==> config.mk <==
export PLATFORM = sky130hd
export DESIGN_NAME = cache_lookup
export DESIGN_NICKNAME = d
export VERILOG_FILES = /design/src/rtl/cache_pkg.sv /design/src/rtl/cache_lookup.sv
export VERILOG_INCLUDE_DIRS = /design/src /design/src/rtl
export SDC_FILE = /design/constraint.sdc
export NUM_CORES = 1
export LEC_CHECK = 0
export BUFFER_PORTS_ARGS = -buffer_cell sky130_fd_sc_hd__buf_2
export CAP_MARGIN = 20
export CORE_ASPECT_RATIO = 1.25
export CORE_UTILIZATION = 30
export CTS_BUF_LIST = sky130_fd_sc_hd__clkbuf_4 sky130_fd_sc_hd__clkbuf_8
export CTS_CLUSTER_DIAMETER = 80
export DETAILED_ROUTE_END_ITERATION = 10
export PLACE_DENSITY = 0.43
export SLEW_MARGIN = 15
export SYNTH_ARGS = -nofsm -noshare
export SYNTH_HDL_FRONTEND = slang
export SYNTH_SLANG_ARGS = --single-unit
==> constraint.sdc <==
create_clock -name clk -period 5.3 [get_ports clk]
set_input_delay 0.265 -clock clk [delete_from_list [all_inputs] [get_ports clk]]
set_output_delay 0.265 -clock clk [all_outputs]
set_load 0.02 [all_outputs]
==> src/rtl/cache_defines.svh <==
// Cache geometry and main memory latency values.
`ifndef CACHE_DEFINES_SVH
`define CACHE_DEFINES_SVH

// Byte address width of the client and memory buses.
`define CACHE_ADDR_W 16
// Width of one data word.
`define CACHE_WORD_W 16
// Words held by one cache line.
`define CACHE_LINE_WORDS 8
// Number of sets, each holding two ways.
`define CACHE_SETS 64
// Cycles from an address on mem_addr with mem_en to its word with mem_data_valid.
// The fill address delay chain has one stage per cycle of this latency.
`define CACHE_MEM_LATENCY 4

`endif

==> src/rtl/cache_pkg.sv <==
// Cache vector typedefs and the fill controller state enum.
`default_nettype none
`include "cache_defines.svh"

package cache_pkg;

  typedef logic [`CACHE_ADDR_W-1:0] addr_t;              // Byte address.
  typedef logic [`CACHE_WORD_W-1:0] word_t;              // One data word.
  typedef logic [$clog2(`CACHE_SETS)-1:0] set_idx_t;     // Set index.
  typedef logic [$clog2(`CACHE_LINE_WORDS)-1:0] word_idx_t; // Word offset in a line.

  // Tag entry layout is tag in [7:2], valid in [1], LRU in [0].
  typedef logic [7:0] tag_entry_t;

  typedef enum logic [1:0] {
    idle,        // No miss in flight.
    wait_grant,  // Miss seen, waiting on the memory arbiter.
    send         // Addresses going out and words coming back.
  } fill_state_t;

endpackage

`default_nettype wire

==> src/rtl/cache_lookup.sv <==
// Request acceptance, tag storage, two-way compare, LRU upkeep, miss detection, response.
`default_nettype none
`include "cache_defines.svh"

module cache_lookup (
  input  logic                  clk,
  input  logic                  rst,
  input  logic                  req_valid,
  input  cache_pkg::addr_t      req_addr,
  output logic                  req_ready,
  output logic                  resp_valid,
  output cache_pkg::word_t      resp_data,
  input  logic                  resp_ready,
  output logic                  miss_detected,
  output cache_pkg::addr_t      miss_addr,
  output logic                  victim_way,
  output cache_pkg::set_idx_t   rd_set,
  output cache_pkg::word_idx_t  rd_word,
  input  cache_pkg::word_t      rd_data,
  input  logic                  fsm_busy,
  input  logic                  write_tag_array,
  input  cache_pkg::addr_t      cache_write_addr,
  input  cache_pkg::tag_entry_t tag_entry
);

  import cache_pkg::*;

  localparam int word_lsb   = $clog2(`CACHE_WORD_W / 8);                 // Byte offset in a word.
  localparam int byte_ofs_w = $clog2(`CACHE_LINE_WORDS) + word_lsb;      // Byte offset in a line.
  localparam int set_w      = $bits(set_idx_t);                          // Set index width.
  localparam int tag_lsb    = byte_ofs_w + set_w;                        // First tag bit.

  addr_t      req_addr_q;                          // Request held from acceptance to response.
  logic       lookup_cyc;                          // Tags and data are read this cycle.
  logic       data_cyc;                            // Read data of a hit is on rd_data.
  logic       miss_wait;                           // Held request waits for the fill to end.
  tag_entry_t tag_mem [`CACHE_SETS][2];            // Two tag entries per set.
  tag_entry_t entry0;                              // Way 0 entry of the addressed set.
  tag_entry_t entry1;                              // Way 1 entry of the addressed set.
  logic       hit0;                                // Way 0 matches.
  logic       hit1;                                // Way 1 matches.
  logic       hit;                                 // Either way matches.
  logic       victim;                              // Way chosen for replacement.
  set_idx_t   wr_set;                              // Set that the fill is writing.

  ////////////////////
  // Tag compare
  ////////////////////
  assign rd_set    = req_addr_q[byte_ofs_w +: set_w];            // Set of the held request.
  assign rd_word   = req_addr_q[word_lsb +: $bits(word_idx_t)];  // Word of the held request.
  assign miss_addr = req_addr_q;                                 // Fill works on the held address.
  assign wr_set    = cache_write_addr[byte_ofs_w +: set_w];

  assign entry0 = tag_mem[rd_set][0];
  assign entry1 = tag_mem[rd_set][1];
  assign hit0   = entry0[1] && (entry0[7:2] == req_addr_q[`CACHE_ADDR_W-1:tag_lsb]);
  assign hit1   = entry1[1] && (entry1[7:2] == req_addr_q[`CACHE_ADDR_W-1:tag_lsb]);
  assign hit    = hit0 || hit1;

  // An empty way is filled first, otherwise the way marked least recently used.
  assign victim = !entry0[1] ? 1'b0 :
                  !entry1[1] ? 1'b1 : entry1[0];

  assign miss_detected = lookup_cyc && !hit;       // One cycle pulse per failed lookup.

  ////////////////////
  // Request flow
  ////////////////////
  always_ff @(posedge clk) begin
    if (rst) begin
      req_ready  <= 1'b1;                          // Ready for the first request.
      lookup_cyc <= 1'b0;
      data_cyc   <= 1'b0;
      miss_wait  <= 1'b0;
      resp_valid <= 1'b0;
      victim_way <= 1'b0;
    end else begin
      // A fresh request, or the replay once the fill is done, starts a lookup.
      lookup_cyc <= (req_valid && req_ready) || (miss_wait && !fsm_busy);
      data_cyc   <= lookup_cyc && hit;             // Data array output is valid next cycle.
      if (lookup_cyc) begin
        victim_way <= hit ? hit1 : victim;         // Hit way for the read, else fill way.
      end
      if (miss_detected) begin
        miss_wait <= 1'b1;                         // Busy rises at this same edge.
      end else if (!fsm_busy) begin
        miss_wait <= 1'b0;                         // Fill finished, replay goes out.
      end
      if (req_valid && req_ready) begin
        req_ready <= 1'b0;                         // One request at a time.
      end else if (resp_valid && resp_ready) begin
        req_ready <= 1'b1;
      end
      if (data_cyc) begin
        resp_valid <= 1'b1;
      end else if (resp_ready) begin
        resp_valid <= 1'b0;                        // Response taken.
      end
    end
  end

  always_ff @(posedge clk) begin
    if (req_valid && req_ready) begin
      req_addr_q <= req_addr;                      // Capture the accepted address.
    end
    if (data_cyc) begin
      resp_data <= rd_data;                        // Held until the response transfer.
    end
  end

  ////////////////////
  // Tag and LRU update
  ////////////////////
  always_ff @(posedge clk) begin
    if (rst) begin
      for (int s = 0; s < `CACHE_SETS; s++) begin
        tag_mem[s][0] <= '0;                       // All lines start invalid.
        tag_mem[s][1] <= '0;
      end
    end else if (write_tag_array) begin
      tag_mem[wr_set][victim_way]     <= tag_entry; // New line is most recently used.
      tag_mem[wr_set][~victim_way][0] <= 1'b1;      // The other way ages.
    end else if (lookup_cyc && hit) begin
      tag_mem[rd_set][hit1][0]  <= 1'b0;           // Hit way becomes most recent.
      tag_mem[rd_set][~hit1][0] <= 1'b1;
    end
  end

  // A stalled response keeps its word until the client takes it.
  resp_hold_a: assert property (@(posedge clk) disable iff (rst)
    resp_valid && !resp_ready |=> resp_valid && $stable(resp_data));

endmodule

`default_nettype wire

Yosys cells after proc, flatten, opt, wreduce, memory -nomap -nowiden. Memories as Yosys holds them, arrays and structs flattened. A register that Yosys moved wholly into a read port is not among the register bits. Index checks and enable logic that the tools add are counted.

Bits in registers: 38. Bits in latches: 0. RAM bits: 1024. ROM bits: 0. Bits of input ports: 62. Output and inout bits: 45. Memories: 1.

$add $sub $neg: 0. Multiply operators: 0. Divide/modulo/power cells: 0. Magnitude comparators: 8. Eq/ne operators: 3. Shift operators: 0. Muxes and demuxes: 67. Bitwise operators: 38. Reduce and logical (&&, ||, !) cells: 19.

Memories: tag_mem (words 64, width 16, read ports 1, clocked after memory_dff 1, write ports 64, line cache_lookup.sv:37) `` tag_entry_t tag_mem [`CACHE_SETS][2]; ``.

Operators by type and width (count): 16-bit 2-to-1 mux (8); 1-bit 2-to-1 mux (51); 8-bit demux with 1-bit select (4); 1-bit OR (32); 16-bit OR reduction (2); 6-bit 2-to-1 mux (3); 6-bit == test (2); 1-bit logical AND (11); 2-bit >= comparator (second input constant) (4); 2-bit by 1-bit < comparator with 1-bit output (second input constant) (4); 8-bit 2-to-1 mux (1); 1-bit inverter with 2-bit output (4); 2-bit nonzero test (2); 1-bit logical NOT (2); 1-bit logical OR (2); 2-bit inequality test (second input constant) (1); 1-bit inverter (2).

Depth between registers and ports, before layout.
Depth after elaboration: 12. Depth in mapped cells: 19. Depth with buffers taken out: 10.

Worst setup path after synthesis. Ideal clock, no wire load.

Kind: reg2reg. Start point: register (tool-made name). End point: memory tag_mem[63][1] (netlist name), enable pin. Library setup time: 0.383 ns. Data arrival time: 3.725 ns. Required time: 4.917 ns. Slack: 1.192 ns. Stages on the path, launching flop included: 16. Path buffers: 5. Clock period less this slack: 4.108 ns. Cells stage by stage: dfxtp_1 -> buf_6 -> buf_4 -> buf_2 -> mux4_2 -> mux4_2 -> nand2_1 -> nand3_1 -> o211ai_1 -> xor2_1 -> nand4_1 -> a21boi_4 -> buf_6 -> buf_6 -> nor4_1 -> a211oi_1.

RTL lines (line): to (decl) (cache_lookup.sv:37).

==> Implementation_results.wiki <==
{| class="wikitable"
! Metric !! Value
|-
| Core ar. || around 0.15 mm2
|-
| Post-Synthesis Cells || about 3400
|-
| Setup repair after global routing missed its margin || false
|-
| Largest net degree at the start of global routing || 67
|-
| LEAKAGE || between 15 and 20 nW
|-
| Number of standard-cell rows in the floorplan || 160
|-
| Clock slew at reported path FFs || 0.06 ns
|-
| # Max-Cap Violations || 0
|-
| Buffers plus inverters on the worst setup path || 4
|-
| Seq/Total Area, Yosys || between 60 and 70%
|-
| Library cells used by synthesis || 64
|-
| Source-to-sink clock delay at the later pin of the worst-skew pair || approximately 0.93 ns
|-
| R2R depth || 14
|-
| Highest clock frequency the design can meet || ~0.2 GHz
|-
| Share of cells above drive strength 1 || between 20% and 30%
|-
| Portion of synthesized cell area occupied by the leading cell type || between 60 and 70%
|-
| Number of synthesized flops with an enable pin || roughly 1000
|-
| Remaining Overflow, GRT || 0
|-
| Worst-case hold slack || 0.0901 ns
|-
| Non-filler instance count after layout || approximately 5800
|-
| Layout net count || approximately 3700
|-
| Cell mode on critical path || buf_4
|-
| Slew @ Worst Pin || ~1.1 ns
|-
| Slack of the worst reg-to-reg path || around 0.4 ns
|-
| Detailed placer's ending HPWL || roughly 110000 um
|-
| Port-buffer cells || 96
|-
| DR pass1 iterations || 5
|-
| Peak supply drop || 0.000260 V
|-
| Number of sinks on the clock net || between 1000 and 1500
|-
| TritonCTS clock tree || built
|-
| Top cells by area in the synthesized netlist || edfxtp_1 (64%), mux4_2 (10%), nor2_1 (7.6%), mux2i_1 (2.3%), nand2_1 (1.4%)
|-
| Critical Path Fanout Max || 22
|-
| Global-route wire length before repair || ~240000 um
|-
| Routed wirelength normalized by instance count || just under 30 um
|-
| Total of warnings raised by yosys || 0
|-
| Syn Std Cell Area || ~0.046 mm2
|-
| End-of-flow core utilization || 35.5%
|-
| Tot Pwr || 18.6 mW
|-
| Final instance area || ~0.054 mm2
|-
| Top cell types by occurrence after synthesis || edfxtp_1 (992), nor2_1 (936), mux4_2 (210), nand2_1 (173), buf_2 (109)
|-
| Hold path startpoint || req_addr[14]
|-
| H-tree levels || 4
|-
| Synthesized area divided by synthesized cell count || about 14 um2
|-
| Final-report setup violation count || 0
|-
| Post-Synthesis Net Count || roughly 3500
|-
| Fraction of synthesis flops using an asynchronous set or reset pin || 0%
|-
| Post-route clock period utilization || 95.5%
|-
| Largest stage delay, worst path || roughly 0.58 ns
|-
| Path category of the worst min-delay check || input pin to flip-flop
|-
| DRT iter0 DRCs || between 2000 and 3000
|-
| Number of antenna violations at the first check in global routing || 3
|-
| Outcome || completed
|-
| I/O pin count || ~110
|-
| RR Endpoint || tag_mem[51][15]
|-
| Setup clock skew after layout || slightly above 0.05 ns
|-
| Maximum number of buffers from clock root to sink || 3
|-
| Antenna Nets Post-Route || 0
|-
| Number of fill cells in the layout || about 15000
|-
| Total of flip-flops plus latches after synthesis || between 1000 and 1500
|-
| Drt via density || between 5 and 6
|-
| Cell taking the most area after synthesis || edfxtp_1
|-
| Pwr per Cell Area || about 340 mW/mm2
|-
| DRC violation count after routing || 0
|-
| Post-route setup slack || between 0.2 and 0.25 ns
|-
| Most instantiated library cell after synthesis || edfxtp_1
|-
| Endpoint with the worst hold slack || miss_addr[14]
|-
| Shortest period the worst path allows || 5.06 ns
|-
| Number of pins exceeding their max-slew limit in the final report || 0
|-
| Cell breakdown of the critical path || buf_4 > mux4_2 > nor2b_1 > a2111oi_0 > a2111oi_0 > buf_4 > or3_1 > a21oi_2 > a21boi_4 > buf_4 > and2_1 > buf_2
|-
| Starting utilization of the core area || between 30 and 40%
|-
| Total die area || 0.156 mm2
|-
| CP required || 5.04 ns
|-
| Main synth FF type || edfxtp_1
|-
| Pre-CTS setup slack || ~0.44 ns
|-
| Rel. slew slack || between 20% and 30%
|-
| Slowest cell on crit path || mux4_2
|-
| Die Y || approximately 440 um
|-
| Via Count || roughly 31000
|-
| Final sum of negative setup slack || 0 ns
|-
| Post-Route WL || between 150000 and 200000 um
|-
| Number of buffers added by the clock tree synthesis step || 175
|-
| Worst path arrival time || ~4.8 ns
|-
| Area overhead of the layout relative to synthesis || 17.0%
|-
| Placed Instances || between 5000 and 6000
|-
| GRT Resource Usage Total || between 20% and 30%
|-
| Vias in the first global route || between 30000 and 40000
|-
| RD Place Congestion || about 0.83
|-
| Setup Crit Path Kind || flip-flop to output port
|-
| Die X || around 350 um
|-
| Kind of end point of the critical path || output port
|-
| Placed Instance Area || about 0.050 mm2
|-
| Hold Vio Cnt, Final || 0
|-
| Family with the most delay on the worst path || buffers and inverters
|-
| Worst hold path depth || 2
|-
| Critical Path Start Type || flip-flop
|-
| Root Buffer || clkbuf_8
|}
metal layers:
layer	track usage (%)	up-vias	share of wire, %
met5	0	-	0
met4	10.4	0	4.6
met3	3.67	329	5.4
met2	37.1	1160	50
met1	26.6	15901	40
li1	-	13331	-
logic make-up (layout without fill, tap and decap cells):
kind of cell,after synthesis,count (layout),synth area share [%]
xor+xnor,15,15,0.284
other cells,0,4,0
compound gates,361,361,5.85
buf+inv,287,673,3.18
simple gates,1415,1415,12.9
mux,334,334,12.9
flops,1004,1004,64.8
worst reg2reg max path, delay by kind of cell, from the launching register on:
kind / cells / cell delay, ns
simple gates: 3 / 0.61
buf+inv: 5 / 1.38
compound gates: 5 / 1.51
mux: 1 / 0.59
flops: 1 / 0.54
where the power goes:
part | internal [mW] | leakage [nW] | switching, mW
logic | 0.830 | 6.45 | 1.43
clock network | 3.86 | 1.83 | 3.39
registers | 8.99 | 10.3 | 0.139
total | 13.7 | 18.5 | 4.96
flip-flops by register name (all words and copies together) (netlist names), named ones only:
signal,flops
victim_way,1
resp_data,16
resp_valid,1
miss_addr,16
tag_mem,960
data_cyc,1
req_ready,1
miss_wait,1
lookup_cyc,1
layout make-up:
type,instances,area (um2),area share (%)
Sequential cell,1004,30000,55.4
Multi-Input combinational cell,2125,15000,27.6
Timing Repair Buffer,351,3150,5.81
Clock buffer,253,3070,5.66
Tap cell,2025,2530,4.68
Clock inverter,60,377,0.695
Inverter,9,33.8,0.0623
Antenna cell,4,10.0,0.0185
cell usage in the layout, fill, tap and decap left out, types with 35 or more instances in the layout:
cell / count
clkinv_1: 35
a211oi_1: 73
o22ai_1: 71
buf_2: 95
nand3_1: 81
mux4_2: 210
buf_4: 137
edfxtp_1: 992
buf_12: 45
a22oi_1: 47
nor2_1: 934
clkbuf_8: 187
nand2b_1: 90
mux2i_1: 105
o21bai_1: 39
clkbuf_4: 66
nand2_1: 173
nor3_1: 35
dlygate4sd3_1: 73
how the worst max path moves through the flow:
stage / cells after the start / slack (ns) / endpoint
after floorplan: 15 / 1.19 / tag_mem[63][1]
after global placement: 15 / 0.41 / tag_mem[49][15]
after detailed placement: 15 / 0.44 / tag_mem[56][15]
after CTS: 13 / 0.008 / miss_detected
after global routing: 15 / 0.02 / miss_detected
final: 12 / 0.24 / miss_detected
timing repair:
action / 4_1_cts / 5_1_grt
hold buffers: 73 / 0
resized for setup: 1 / 2
setup buffers: 0 / 8
endpoints found under the setup margin: 1 / 1
endpoints found under the hold margin: 71 / 0
Power figures use the tool's default switching activity.
